===== src/design/rv_isa_pkg.sv =====
// RV32I ISA definitions
`default_nettype none

package rv_isa_pkg;

	localparam int xlen           = 32;
	localparam int reg_addr_width = 5;
	localparam int pc_width       = 12;

	localparam logic [6:0] op_rtype  = 7'b0110011;
	localparam logic [6:0] op_itype  = 7'b0010011;
	localparam logic [6:0] op_load   = 7'b0000011;
	localparam logic [6:0] op_store  = 7'b0100011;
	localparam logic [6:0] op_branch = 7'b1100011;
	localparam logic [6:0] op_jal    = 7'b1101111;

	localparam logic [2:0] f3_add_sub = 3'b000;
	localparam logic [2:0] f3_slt     = 3'b010;
	localparam logic [2:0] f3_or      = 3'b110;
	localparam logic [2:0] f3_and     = 3'b111;

	typedef enum logic [3:0] {
		alu_add,
		alu_sub,
		alu_and,
		alu_or,
		alu_slt
	} alu_op_e;

	// --------------------------------------------------
	// instruction formats with msb first
	typedef struct packed {
		logic [6:0]                funct7;
		logic [reg_addr_width-1:0] rs2;
		logic [reg_addr_width-1:0] rs1;
		logic [2:0]                funct3;
		logic [reg_addr_width-1:0] rd;
		logic [6:0]                opcode;
	} r_fmt_t;

	typedef struct packed {
		logic [11:0]               imm;
		logic [reg_addr_width-1:0] rs1;
		logic [2:0]                funct3;
		logic [reg_addr_width-1:0] rd;
		logic [6:0]                opcode;
	} i_fmt_t;

	typedef struct packed {
		logic [6:0]                imm_hi;
		logic [reg_addr_width-1:0] rs2;
		logic [reg_addr_width-1:0] rs1;
		logic [2:0]                funct3;
		logic [4:0]                imm_lo;
		logic [6:0]                opcode;
	} s_fmt_t;

	typedef struct packed {
		logic                      imm12;
		logic [5:0]                imm10_5;
		logic [reg_addr_width-1:0] rs2;
		logic [reg_addr_width-1:0] rs1;
		logic [2:0]                funct3;
		logic [3:0]                imm4_1;
		logic                      imm11;
		logic [6:0]                opcode;
	} b_fmt_t;

	typedef struct packed {
		logic                      imm20;
		logic [9:0]                imm10_1;
		logic                      imm11;
		logic [7:0]                imm19_12;
		logic [reg_addr_width-1:0] rd;
		logic [6:0]                opcode;
	} jal_fmt_t;

	typedef union packed {
		r_fmt_t   r_fmt;
		i_fmt_t   i_fmt;
		s_fmt_t   s_fmt;
		b_fmt_t   b_fmt;
		jal_fmt_t jal_fmt;
	} instr_u;

	typedef struct packed {
		logic reg_write;
		logic mem_read;
		logic mem_write;
		logic mem_to_reg;
		logic alu_src;
		logic branch;
		logic branch_ne;
		logic jal;
	} ctrl_t;

endpackage

`default_nettype wire


===== src/design/rv_pipe_pkg.sv =====
// Pipeline register types
`default_nettype none

package rv_pipe_pkg;
	import rv_isa_pkg::*;

	typedef struct packed {
		ctrl_t                     ctrl;
		alu_op_e                   alu_op;
		logic [pc_width-1:0]       pc;
		logic [xlen-1:0]           rs1_data;
		logic [xlen-1:0]           rs2_data;
		logic [reg_addr_width-1:0] rs1;
		logic [reg_addr_width-1:0] rs2;
		logic [reg_addr_width-1:0] rd;
		logic [xlen-1:0]           imm;
	} id_ex_t;

	typedef struct packed {
		ctrl_t                     ctrl;
		logic [xlen-1:0]           result;
		logic [xlen-1:0]           store_data;
		logic [reg_addr_width-1:0] rd;
	} ex_mem_t;

	typedef struct packed {
		logic                      reg_write;
		logic                      mem_to_reg;
		logic [xlen-1:0]           result;
		logic [xlen-1:0]           load_data;
		logic [reg_addr_width-1:0] rd;
	} mem_wb_t;

	// word address with wdata already in memory byte order
	typedef struct packed {
		logic            read;
		logic            write;
		logic [xlen-3:0] addr;
		logic [xlen-1:0] wdata;
	} dmem_req_t;

	typedef enum logic [1:0] {
		fwd_rf = 2'b00,
		fwd_wb = 2'b01,
		fwd_ex = 2'b10
	} fwd_sel_e;

endpackage

`default_nettype wire


===== src/design/fetch_unit.sv =====
// Instruction fetch stage
`default_nettype none

module fetch_unit import rv_isa_pkg::*; (
	input  logic                clk,
	input  logic                rst_n,
	input  logic                stall,
	input  logic                load_hold,
	input  logic                flush_id,
	input  logic                jal_taken,
	input  logic                branch_taken,
	input  logic [pc_width-1:0] jal_target,
	input  logic [pc_width-1:0] branch_target,
	output logic [pc_width-1:0] pc,
	output instr_u              instr,
	output logic [pc_width-3:0] imem_addr,
	input  logic [xlen-1:0]     imem_rdata
);

	logic [pc_width-1:0] fetch_pc;
	logic [pc_width-1:0] next_pc;
	logic [xlen-1:0]     swapped;

	// branch in execute beats jal in decode
	always_comb begin
		if (branch_taken) begin
			next_pc = branch_target;
		end else if (jal_taken) begin
			next_pc = jal_target;
		end else begin
			next_pc = fetch_pc + pc_width'(4);
		end
	end

	always_ff @(posedge clk) begin
		if (!rst_n) begin
			fetch_pc <= '0;
		end else if (!stall && !load_hold) begin
			fetch_pc <= next_pc;
		end
	end

	assign imem_addr = fetch_pc[pc_width-1:2];

	// memory is big-endian
	assign swapped = {<<8{imem_rdata}};

	always_ff @(posedge clk) begin
		if (!rst_n) begin
			instr <= '0;
		end else if (!stall) begin
			if (flush_id) begin
				instr <= '0;
			end else if (!load_hold) begin
				instr <= swapped;
			end
		end
	end

	always_ff @(posedge clk) begin
		if (!stall && !load_hold) begin
			pc <= fetch_pc;
		end
	end

endmodule

`default_nettype wire


===== src/design/instr_decoder.sv =====
// Instruction decoder
`default_nettype none

module instr_decoder import rv_isa_pkg::*; (
	input  instr_u              instr,
	input  logic [pc_width-1:0] pc,
	output ctrl_t               ctrl,
	output logic [xlen-1:0]     imm,
	output alu_op_e             alu_op,
	output logic [pc_width-1:0] jal_target
);

	logic [xlen-1:0] imm_i;
	logic [xlen-1:0] imm_s;
	logic [xlen-1:0] imm_b;
	logic [xlen-1:0] imm_j;

	function automatic alu_op_e arith_op(input logic [2:0] funct3, input logic sub);
		case (funct3)
			f3_add_sub: arith_op = sub ? alu_sub : alu_add;
			f3_slt:     arith_op = alu_slt;
			f3_or:      arith_op = alu_or;
			f3_and:     arith_op = alu_and;
			default:    arith_op = alu_add;
		endcase
	endfunction

	// --------------------------------------------------
	// sign extended immediates
	assign imm_i = {{20{instr.i_fmt.imm[11]}}, instr.i_fmt.imm};
	assign imm_s = {{20{instr.s_fmt.imm_hi[6]}}, instr.s_fmt.imm_hi, instr.s_fmt.imm_lo};
	assign imm_b = {{19{instr.b_fmt.imm12}}, instr.b_fmt.imm12, instr.b_fmt.imm11,
		instr.b_fmt.imm10_5, instr.b_fmt.imm4_1, 1'b0};
	assign imm_j = {{11{instr.jal_fmt.imm20}}, instr.jal_fmt.imm20, instr.jal_fmt.imm19_12,
		instr.jal_fmt.imm11, instr.jal_fmt.imm10_1, 1'b0};

	assign jal_target = pc + imm_j[pc_width-1:0];

	// --------------------------------------------------
	always_comb begin
		ctrl   = '0;
		imm    = imm_i;
		alu_op = alu_add;
		case (instr.r_fmt.opcode)
			op_rtype: begin
				ctrl.reg_write = 1'b1;
				// funct7 bit 5 selects sub
				alu_op = arith_op(instr.r_fmt.funct3, instr.r_fmt.funct7[5]);
			end
			op_itype: begin
				ctrl.reg_write = 1'b1;
				ctrl.alu_src   = 1'b1;
				alu_op = arith_op(instr.i_fmt.funct3, 1'b0);
			end
			op_load: begin
				ctrl.reg_write  = 1'b1;
				ctrl.mem_read   = 1'b1;
				ctrl.mem_to_reg = 1'b1;
				ctrl.alu_src    = 1'b1;
			end
			op_store: begin
				ctrl.mem_write = 1'b1;
				ctrl.alu_src   = 1'b1;
				imm = imm_s;
			end
			op_branch: begin
				ctrl.branch = 1'b1;
				// funct3 lsb splits beq from bne
				ctrl.branch_ne = instr.b_fmt.funct3[0];
				alu_op = alu_sub;
				imm = imm_b;
			end
			op_jal: begin
				ctrl.jal       = 1'b1;
				ctrl.reg_write = 1'b1;
				imm = imm_j;
			end
			default: begin
				ctrl = '0;
			end
		endcase
	end

endmodule

`default_nettype wire


===== src/design/reg_file.sv =====
// Integer register file
`default_nettype none

module reg_file import rv_isa_pkg::*; (
	input  logic                      clk,
	input  logic                      rst_n,
	input  logic [reg_addr_width-1:0] rs1,
	input  logic [reg_addr_width-1:0] rs2,
	input  logic [reg_addr_width-1:0] rd,
	input  logic                      wr_en,
	input  logic [xlen-1:0]           wr_data,
	output logic [xlen-1:0]           rs1_data,
	output logic [xlen-1:0]           rs2_data
);

	logic [xlen-1:0] regs [(1 << reg_addr_width)];

	always_ff @(posedge clk) begin
		if (!rst_n) begin
			for (int i = 0; i < (1 << reg_addr_width); i++) begin
				regs[i] <= '0;
			end
		end else if (wr_en && rd != '0) begin
			regs[rd] <= wr_data;
		end
	end

	// writeback bypass so decode sees the value landing this edge
	assign rs1_data = (rs1 == '0) ? '0 :
		(wr_en && rd == rs1) ? wr_data : regs[rs1];
	assign rs2_data = (rs2 == '0) ? '0 :
		(wr_en && rd == rs2) ? wr_data : regs[rs2];

endmodule

`default_nettype wire


===== src/design/hazard_unit.sv =====
// Forwarding and hazard control
`default_nettype none

module hazard_unit import rv_isa_pkg::*, rv_pipe_pkg::*; (
	input  logic [reg_addr_width-1:0] rs1,
	input  logic [reg_addr_width-1:0] rs2,
	input  id_ex_t                    id_ex,
	input  ex_mem_t                   ex_mem,
	input  mem_wb_t                   mem_wb,
	input  logic                      jal,
	input  logic                      branch_taken,
	output fwd_sel_e                  fwd_a,
	output fwd_sel_e                  fwd_b,
	output logic                      load_hold,
	output logic                      flush_id,
	output logic                      flush_ex
);

	// younger result wins
	function automatic fwd_sel_e fwd_pick(
		input logic [reg_addr_width-1:0] src,
		input ex_mem_t                   mem_stage,
		input mem_wb_t                   wb_stage
	);
		if (mem_stage.ctrl.reg_write && mem_stage.rd != '0 && mem_stage.rd == src) begin
			fwd_pick = fwd_ex;
		end else if (wb_stage.reg_write && wb_stage.rd != '0 && wb_stage.rd == src) begin
			fwd_pick = fwd_wb;
		end else begin
			fwd_pick = fwd_rf;
		end
	endfunction

	assign fwd_a = fwd_pick(id_ex.rs1, ex_mem, mem_wb);
	assign fwd_b = fwd_pick(id_ex.rs2, ex_mem, mem_wb);

	// load data only exists after the memory stage
	assign load_hold = id_ex.ctrl.mem_read && id_ex.rd != '0 &&
		(id_ex.rd == rs1 || id_ex.rd == rs2);

	// a held jal stays in decode and redirects next cycle
	assign flush_id = branch_taken || (jal && !load_hold);
	assign flush_ex = branch_taken;

endmodule

`default_nettype wire


===== src/design/exec_unit.sv =====
// Execute stage datapath
`default_nettype none

module exec_unit import rv_isa_pkg::*, rv_pipe_pkg::*; (
	input  id_ex_t              id_ex,
	input  fwd_sel_e            fwd_a,
	input  fwd_sel_e            fwd_b,
	input  logic [xlen-1:0]     ex_result,
	input  logic [xlen-1:0]     wb_result,
	output logic [xlen-1:0]     result,
	output logic [xlen-1:0]     store_data,
	output logic                branch_taken,
	output logic [pc_width-1:0] branch_target
);

	logic [xlen-1:0]     op_a;
	logic [xlen-1:0]     op_b;
	logic [xlen-1:0]     rs2_val;
	logic [xlen-1:0]     alu_out;
	logic [pc_width-1:0] pc_plus4;
	logic                zero;

	function automatic logic [xlen-1:0] fwd_mux(
		input fwd_sel_e        sel,
		input logic [xlen-1:0] rf_val,
		input logic [xlen-1:0] mem_val,
		input logic [xlen-1:0] wb_val
	);
		case (sel)
			fwd_ex:  fwd_mux = mem_val;
			fwd_wb:  fwd_mux = wb_val;
			default: fwd_mux = rf_val;
		endcase
	endfunction

	assign op_a    = fwd_mux(fwd_a, id_ex.rs1_data, ex_result, wb_result);
	assign rs2_val = fwd_mux(fwd_b, id_ex.rs2_data, ex_result, wb_result);
	assign op_b    = id_ex.ctrl.alu_src ? id_ex.imm : rs2_val;

	always_comb begin
		case (id_ex.alu_op)
			alu_sub: alu_out = op_a - op_b;
			alu_and: alu_out = op_a & op_b;
			alu_or:  alu_out = op_a | op_b;
			alu_slt: alu_out = xlen'($signed(op_a) < $signed(op_b));
			default: alu_out = op_a + op_b;
		endcase
	end

	// branches run through sub, so equality is a zero result
	assign zero         = (alu_out == '0);
	assign branch_taken = id_ex.ctrl.branch && (id_ex.ctrl.branch_ne ? !zero : zero);
	assign branch_target = id_ex.pc + id_ex.imm[pc_width-1:0];

	// jal carries its link value as the result
	assign pc_plus4   = id_ex.pc + pc_width'(4);
	assign result     = id_ex.ctrl.jal ? xlen'(pc_plus4) : alu_out;
	assign store_data = rs2_val;

endmodule

`default_nettype wire


===== src/design/rv_core.sv =====
// Five stage RV32I core
`default_nettype none

module rv_core import rv_isa_pkg::*, rv_pipe_pkg::*; (
	input  logic                clk,
	input  logic                rst_n,
	output logic [pc_width-3:0] imem_addr,
	input  logic [xlen-1:0]     imem_rdata,
	input  logic                imem_stall,
	input  logic                dmem_stall,
	output dmem_req_t           dmem_req,
	input  logic [xlen-1:0]     dmem_rdata
);

	logic                stall;
	logic                load_hold;
	logic                flush_id;
	logic                flush_ex;
	logic                branch_taken;
	logic [pc_width-1:0] branch_target;
	logic [pc_width-1:0] jal_target;
	logic [pc_width-1:0] id_pc;
	instr_u              id_instr;
	ctrl_t               dec_ctrl;
	logic [xlen-1:0]     dec_imm;
	alu_op_e             dec_alu_op;
	logic [xlen-1:0]     rs1_data;
	logic [xlen-1:0]     rs2_data;
	fwd_sel_e            fwd_a;
	fwd_sel_e            fwd_b;
	logic [xlen-1:0]     exec_result;
	logic [xlen-1:0]     store_data;
	logic [xlen-1:0]     wb_result;
	logic [xlen-1:0]     load_swapped;
	logic [xlen-1:0]     store_swapped;
	id_ex_t              id_ex_d;
	id_ex_t              id_ex;
	ex_mem_t             ex_mem;
	mem_wb_t             mem_wb;

	// either memory freezes the whole pipe
	assign stall = imem_stall || dmem_stall;

	// --------------------------------------------------
	// fetch and decode
	fetch_unit i_fetch_unit (
		.clk           (clk),
		.rst_n         (rst_n),
		.stall         (stall),
		.load_hold     (load_hold),
		.flush_id      (flush_id),
		.jal_taken     (dec_ctrl.jal),
		.branch_taken  (branch_taken),
		.jal_target    (jal_target),
		.branch_target (branch_target),
		.pc            (id_pc),
		.instr         (id_instr),
		.imem_addr     (imem_addr),
		.imem_rdata    (imem_rdata)
	);

	instr_decoder i_instr_decoder (
		.instr      (id_instr),
		.pc         (id_pc),
		.ctrl       (dec_ctrl),
		.imm        (dec_imm),
		.alu_op     (dec_alu_op),
		.jal_target (jal_target)
	);

	reg_file i_reg_file (
		.clk      (clk),
		.rst_n    (rst_n),
		.rs1      (id_instr.r_fmt.rs1),
		.rs2      (id_instr.r_fmt.rs2),
		.rd       (mem_wb.rd),
		.wr_en    (mem_wb.reg_write),
		.wr_data  (wb_result),
		.rs1_data (rs1_data),
		.rs2_data (rs2_data)
	);

	hazard_unit i_hazard_unit (
		.rs1          (id_instr.r_fmt.rs1),
		.rs2          (id_instr.r_fmt.rs2),
		.id_ex        (id_ex),
		.ex_mem       (ex_mem),
		.mem_wb       (mem_wb),
		.jal          (dec_ctrl.jal),
		.branch_taken (branch_taken),
		.fwd_a        (fwd_a),
		.fwd_b        (fwd_b),
		.load_hold    (load_hold),
		.flush_id     (flush_id),
		.flush_ex     (flush_ex)
	);

	// --------------------------------------------------
	// ID/EX with a bubble on branch flush or load-use hold
	always_comb begin
		id_ex_d.ctrl     = (flush_ex || load_hold) ? '0 : dec_ctrl;
		id_ex_d.alu_op   = dec_alu_op;
		id_ex_d.pc       = id_pc;
		id_ex_d.rs1_data = rs1_data;
		id_ex_d.rs2_data = rs2_data;
		id_ex_d.rs1      = id_instr.r_fmt.rs1;
		id_ex_d.rs2      = id_instr.r_fmt.rs2;
		id_ex_d.rd       = id_instr.r_fmt.rd;
		id_ex_d.imm      = dec_imm;
	end

	always_ff @(posedge clk) begin
		if (!rst_n) begin
			id_ex.ctrl <= '0;
		end else if (!stall) begin
			id_ex <= id_ex_d;
		end
	end

	exec_unit i_exec_unit (
		.id_ex         (id_ex),
		.fwd_a         (fwd_a),
		.fwd_b         (fwd_b),
		.ex_result     (ex_mem.result),
		.wb_result     (wb_result),
		.result        (exec_result),
		.store_data    (store_data),
		.branch_taken  (branch_taken),
		.branch_target (branch_target)
	);

	// --------------------------------------------------
	// EX/MEM and data port
	always_ff @(posedge clk) begin
		if (!rst_n) begin
			ex_mem.ctrl <= '0;
		end else if (!stall) begin
			ex_mem.ctrl       <= id_ex.ctrl;
			ex_mem.result     <= exec_result;
			ex_mem.store_data <= store_data;
			ex_mem.rd         <= id_ex.rd;
		end
	end

	// data memory is big-endian too
	assign store_swapped = {<<8{ex_mem.store_data}};
	assign load_swapped  = {<<8{dmem_rdata}};

	assign dmem_req.read  = ex_mem.ctrl.mem_read;
	assign dmem_req.write = ex_mem.ctrl.mem_write;
	assign dmem_req.addr  = ex_mem.result[xlen-1:2];
	assign dmem_req.wdata = store_swapped;

	// --------------------------------------------------
	// MEM/WB and writeback
	always_ff @(posedge clk) begin
		if (!rst_n) begin
			mem_wb.reg_write  <= 1'b0;
			mem_wb.mem_to_reg <= 1'b0;
		end else if (!stall) begin
			mem_wb.reg_write  <= ex_mem.ctrl.reg_write;
			mem_wb.mem_to_reg <= ex_mem.ctrl.mem_to_reg;
			mem_wb.result     <= ex_mem.result;
			mem_wb.load_data  <= load_swapped;
			mem_wb.rd         <= ex_mem.rd;
		end
	end

	assign wb_result = mem_wb.mem_to_reg ? mem_wb.load_data : mem_wb.result;

endmodule

`default_nettype wire


===== config.mk =====
export PLATFORM = sky130hd
export DESIGN_NAME = rv_core
export DESIGN_NICKNAME = d
export VERILOG_FILES = /design/src/design/rv_isa_pkg.sv /design/src/design/rv_pipe_pkg.sv /design/src/design/fetch_unit.sv /design/src/design/instr_decoder.sv /design/src/design/reg_file.sv /design/src/design/hazard_unit.sv /design/src/design/exec_unit.sv /design/src/design/rv_core.sv
export SDC_FILE = /design/constraint.sdc
export NUM_CORES = 2
export LEC_CHECK = 0
export ABC_CLOCK_PERIOD_IN_PS = 16450
export BUFFER_PORTS_ARGS = -buffer_cell sky130_fd_sc_hd__buf_4
export CORE_ASPECT_RATIO = 1.2
export CORE_UTILIZATION = 30
export DETAILED_ROUTE_END_ITERATION = 12
export GPL_TIMING_DRIVEN = 1
export PLACE_DENSITY = 0.55
export SKIP_LAST_GASP = 1
export SYNTH_ARGS = -nofsm -noshare
export SYNTH_HDL_FRONTEND = slang
export SYNTH_SLANG_ARGS = --single-unit
export TNS_END_PERCENT = 10

===== constraint.sdc =====
create_clock -name clk -period 16.45 [get_ports clk]
set_input_delay 3.29 -clock clk [delete_from_list [all_inputs] [get_ports clk]]
set_output_delay 3.29 -clock clk [all_outputs]
set_load 0.02 [all_outputs]

Word level (Yosys, flattened, before mapping)
Memory sizes are Yosys's and may differ from the RTL's. A register that Yosys moved wholly into a read port is not among the register bits.
Index checks and enable logic that the tools add are counted.

storage, ports and cells
  register bits after elaboration = 260
  memory bits (writable) = 1024
  bits of input ports = 68
  output and inout port bits = 74
  logic and storage cells = 129
  memories = 1

memory list
  name             words  width  rd ports  clocked after Yosys merged registers in  wr ports  line            text
  i_reg_file.regs  32     32     2         2                                        32        reg_file.sv:16  logic [xlen-1:0] regs [(1 << reg_addr_width)];

operators by class
  $add $sub $neg = 6
  order comparisons = 1
  equality and inequality tests = 24
  muxes and demuxes = 34
  bitwise operators = 3
  reductions and logical operators = 30

operators with widths
  kind                   count
  $mux 32                5
  $pmux 32 s2            2
  $pmux 32 s4            1
  $pmux 20 s3            1
  $mux 12                3
  $add 32x32->32         1
  $and 32x32->32         1
  $logic_not 32->1       1
  $lt 32x32->1           1
  $or 32x32->32          1
  $reduce_or 32->1       1
  $sub 32x32->32         1
  $eq 5x5->1             6
  $add 12x12->12         2
  $add 12x3->12 const B  2
  $pmux 4 s4             1
  $reduce_bool 5->1      3
  $eq 7x6->1 const B     2
  $eq 7x7->1 const B     2
  $mux 1                 14
  $pmux 4 s3             1
  $logic_and 1x1->1      11
  $logic_not 5->1        2
  $pmux 3 s3             1
  20 further kinds       32

Depth between registers and ports, before layout
  word-level depth = 17
  gate-level depth with buffers = 27
  mapped depth without buffers = 24

Hierarchy
Synthesis repeated with hierarchy kept, for this count alone.

second synthesis, totals
  cells, all modules = 6012
  area total of the unflattened synthesis = 76932.5 µm²

modules (own cells, without submodules)
  module         instances  cells an instance  area each (µm²)  seq. area each (µm²)
  reg_file       1          3818               55316.8          30749.5
  rv_core        1          430                9496.6           8318.0
  exec_unit      1          1352               8416.8           0.0
  fetch_unit     1          233                2381.0           1241.2
  instr_decoder  1          126                903.4            0.0
  hazard_unit    1          53                 417.9            0.0

Worst setup path after synthesis
Ideal clock, no wire load.

  path type = in2reg
  from = input rst_n
  to = register, netlist name dmem_req[0]
  library setup time = 873 ps
  arrival time = 14978 ps
  path slack = 599 ps
  cell stages on the path = 4
  buffers on the path = 2
  cell sequence = clkbuf_1 -> inv_1 -> clkbuf_1 -> nor2_1

on the way
  word-level cells in the longest chain between the ends = 1

ends and longest elaborated chain
  what                        line          text
  start: declaration          rv_core.sv:6  input logic rst_n,
  $reduce_and 2->1 (no line)  --

No other way between the ends.
A chain may end at the register's enable or synchronous reset.

Final worst setup path
  from = register, netlist name mem_wb[4]
  to = register i_fetch_unit.instr[16] in the netlist's numbering

on the way
  word-level cells in the longest chain between the ends = 17

ends and longest elaborated chain
  what                                      line               text
  $reduce_bool 5->1                         hazard_unit.sv:27  end else if (wb_stage.reg_write && wb_stage.rd != '0 && wb_stage.rd == src) begin
  $logic_and 1x1->1                         hazard_unit.sv:27
  $logic_and 1x1->1 *                       hazard_unit.sv:27
  $mux 1 *                                  hazard_unit.sv:27
  $mux 2 *                                  hazard_unit.sv:25  if (mem_stage.ctrl.reg_write && mem_stage.rd != '0 && mem_stage.rd == src) begin
  $eq 2x1->1 or $eq 2x2->1 (tied branches)  exec_unit.sv:29    case (sel)
  $pmux 32 s2 *                             exec_unit.sv:29
  net i_exec_unit.store_data[11]            exec_unit.sv:11    output logic [xlen-1:0] store_data,
  (+2 left out)                             --
  $pmux 32 s4 *                             exec_unit.sv:41    case (id_ex.alu_op)
  $logic_not 32->1 *                        exec_unit.sv:51    assign zero = (alu_out == '0);
  $logic_not 1->1                           exec_unit.sv:52    assign branch_taken = id_ex.ctrl.branch && (id_ex.ctrl.branch_ne ? !zero : zero);
  $mux 1 *                                  exec_unit.sv:52
  $logic_and 1x1->1 *                       exec_unit.sv:52
  $logic_or 1x1->1 *                        hazard_unit.sv:42  assign flush_id = branch_taken || (jal && !load_hold);
  $ne 2x2->1 (no line)                      --
  $reduce_and 2->1 (no line)                --
  end signal: assignment                    fetch_unit.sv:55   instr <= swapped;
  end: declaration                          fetch_unit.sv:15   output instr_u instr,

Mark *: on every way through the listed nets, which the timed path passes. The rest lies on a longest branch.

==> qor.txt <==
Yosys cell types = 86
Net switching power figure = 2.10 mW
First-pass GRT wire length = 374000 um
Initial DRC Count = 5986
Clk Latency, worst-skew pair = 0.82 ns
Peak VDD IR = 0.000115 V
Final setup violating endpoints = 0
Slew Limit Fails = 0
Relative slew margins = 7.56%
Final period util = 56.4%
CTS Buffer Depth = 3
Total power = 8.12 mW
Final GP Congestion = 0.941
Sw Ratio = 25.9%
Post-route insts no fill = 9064
Power share of the combinational group = 11.3%
Vias = 51400
Outcome = finished clean
Ys async rst share = 0%
Kind of critical path = reg2reg
Worst Tran Pin Value = 1.36 ns
Post-synth top area share = 53.1%
Final hold violations = 0
Post-place setup slack = 7.42 ns
Total CTS buffers = 141
Crit-path max FO = 64
FMAX = 108 MHz
Proportion of synthesized chip area in sequential cells = 54.6%
Max H-tree Level = 4
Cell area after synthesis = 73000 sq um
Top cells by area, synth = edfxtp_1 53%, mux4_2 14%, nor2_1 6.4%, mux2i_1 3.5%, clkbuf_1 2.2%
Vias per cell = 5.68
# DRC = 0
Placed cells = 8805
Cell taking the most area after synthesis = edfxtp_1
Clk sinks = 1345
Data arrival, critical path = 10.00 ns
Root buf cell = clkbuf_16
Min Tclk post-route = 9.28 ns
Synthesized area per cell = 12.3 sq um
Core area = 241000 sq um
Die X = 452 um
Initial Util = 30.3%
Initial antenna violation count = 6
RSZ-0062 raised after global routing = no
Post-CTS Hold Buffers = 0
Rows = 197
Num ports = 142
CP endpoint kind = flop
Pleak = 27.8 nW
HP Class = reg2reg
Post-synth EDFFs = 1289
Top FF cell, synth = edfxtp_1
Worst hold margin = 0.442 ns
Vias in the first global route = 51100
Worst setup margin = 7.17 ns
Critical Path RT = 17.17 ns
Fraction of layout cells with a size suffix above 1 = 19.9%
Area delta synth->final = 12.3%
Max cap viols = 0
Detailed-placement wirelength estimate = 164000 um
Total grt overflow = 0
Clock network power share = 40.0%
YS warnings = 0
P_int = 6.02 mW
Setup_tns = 0 ns
Largest net degree at the start of global routing = 97
Tot GR Track Use = 21.1%
Nets = 5955
CTS clock-pin slew for the worst setup and hold paths = 0.06 ns
Cell count after synthesis = 5908
Drt first pass iters = 6
Layout Skew = 0.0434 ns
CP startpoint kind = flop
Routed len/inst = 29.1 um
Setup repair bufs after CTS = 0
Die Y = 542 um
Sequential share of power = 48.7%
Cell Pwr Density = 99.1 nW/um^2
Number of nets still failing antenna checks after routing = 0
Full die area = 245000 sq um
Register bit total from synthesis = 1345
TritonCTS clock tree = yes
CTS resizes = 0
PortBufs = 141
Final wirelength = 264000 um
[layer usage]
layer / wire [um] / part of all wire [%] / GRT usage (%)
met2: 131000 / 50 / 36.4
met4: 11200 / 4.3 / 8.46
met1: 100000 / 38 / 25.9
met3: 21100 / 8.0 / 3.57
met5: 35 / 0.013 / 0
[cell usage in the layout, fill, tap and decap left out, types with 16 or more instances in the layout]
cell and count:
a21oi_1 216, nand3_1 66, clkinv_2 17, a221oi_1 55
clkbuf_1 33, nand2_2 54, o21ai_0 238, xnor2_1 65
and2_1 17, ha_1 119, clkbuf_16 146, a21o_1 24
nor2b_1 24, nor3_1 65, o221ai_1 35, dfxtp_1 43
nand2b_1 40, mux2i_4 33, mux2_2 77, a31o_1 30
nor4_1 16, a211oi_1 40, mux4_2 462, clkinv_1 32
edfxtp_1 1289, nor2_1 1249, o22ai_1 76, mux2i_1 220
buf_4 281, nand2_1 280, o211ai_1 48, nand4_1 25
inv_1 114, o21bai_1 18, xor2_1 32, conb_1 32
[logic make-up after synthesis]
kind of cell | share of synthesized area (%)
simple gates | 10.9
flops | 54.6
compound gates | 8.06
mux | 19.0
buf+inv | 4.17
fa+ha+maj | 2.15
xor+xnor | 1.19
other cells | 0.00514
[metrics by stage]
stage | utilization [%] | instance area, sq um
floorplan | - | 73100
global placement | 32.1 | 77400
detailed placement | 32.1 | 77400
CTS | 34.0 | 81900
global route | 34.0 | 81900
finish | 34.0 | 81900
[cell type report]
cell class                 count  area [sq um]
fill                       23400        159000
timing repair buffer         287          2230
inverter                     115           432
tap                         3184          3980
sequential                  1345         39900
antenna                        1          2.50
multi-input combinational   3874         30900
clock buffer                 182          3820
clock inverter                76           718
[sequential cells by signal, indices dropped and copies added (netlist names)]
register	count
i_fetch_unit.instr	32
ex_mem	8
id_ex	122
i_reg_file.regs	1024
mem_wb	71
i_fetch_unit.pc	12
i_fetch_unit.fetch_pc	12
dmem_req	64
[final timing paths]
check | start | to | slack, ns | cells past startpoint
worst min-delay path | i_fetch_unit.fetch_pc[1] | i_fetch_unit.pc[1] | 0.44 | 0
worst max register to register | mem_wb[4] | i_fetch_unit.instr[16] | 7.17 | 23
worst min register to register | i_fetch_unit.fetch_pc[1] | i_fetch_unit.pc[1] | 0.44 | 0
worst max-delay path | mem_wb[4] | i_fetch_unit.instr[16] | 7.17 | 23
[worst max-delay path, cell delays in order (launching register included)]
cell	delay, ns
edfxtp_1	0.62
nor3_1	0.24
a21boi_0	0.33
nand4_1	0.17
nor3_2	0.25
buf_4	0.55
o21ai_0	0.21
o21ai_0	0.47
mux2i_1	0.31
ha_1	0.57
a21oi_1	0.42
a21oi_1	0.13
a311oi_1	0.26
o21ai_1	0.26
xor2_1	0.21
a221oi_1	0.50
or4b_1	0.47
or4_1	0.48
nor4_1	0.29
nand4b_1	0.51
mux2i_4	0.39
buf_4	0.35
a21oi_4	0.87
a31o_1	0.25
[power by group through the flow]
stage | clock, mW | combinational (mW) | sequential (mW)
after floorplan | 0 | 0.580 | 3.99
after global placement | 0 | 0.900 | 4.02
after detailed placement | 0 | 0.899 | 4.03
after CTS | 3.29 | 0.903 | 3.96
after global routing | 3.38 | 0.960 | 3.97
final | 3.25 | 0.917 | 3.96
[cells in the mapped netlist (9+ instances only)]
library cell  instances
a221oi_1             55
mux2i_1             252
a31o_1               30
or3_1                11
nor4_1               18
nand4_1              25
a211oi_1             40
xor2_1               33
and2_1               17
buf_1                90
ha_1                119
dfxtp_1              56
clkbuf_1            422
a221o_1              15
nor3_1               69
o211ai_1             48
a21oi_1             216
buf_4                75
o221ai_1             35
inv_1               115
o31ai_1              13
mux2_2               77
buf_2                12
nand3_1              67
or4_1                 9
a2111oi_0             9
o21bai_1             18
nor2b_1              27
nand2b_1             40
or2_2                10
o21a_1               10
nor2_1             1250
o22ai_1              76
mux4_2              462
and3_1               10
nand2_1             337
edfxtp_1           1289
o21ai_0             238
xnor2_1              66
a21o_1               24
a31oi_1              11
No activity file was read; power rests on OpenSTA's default activity.
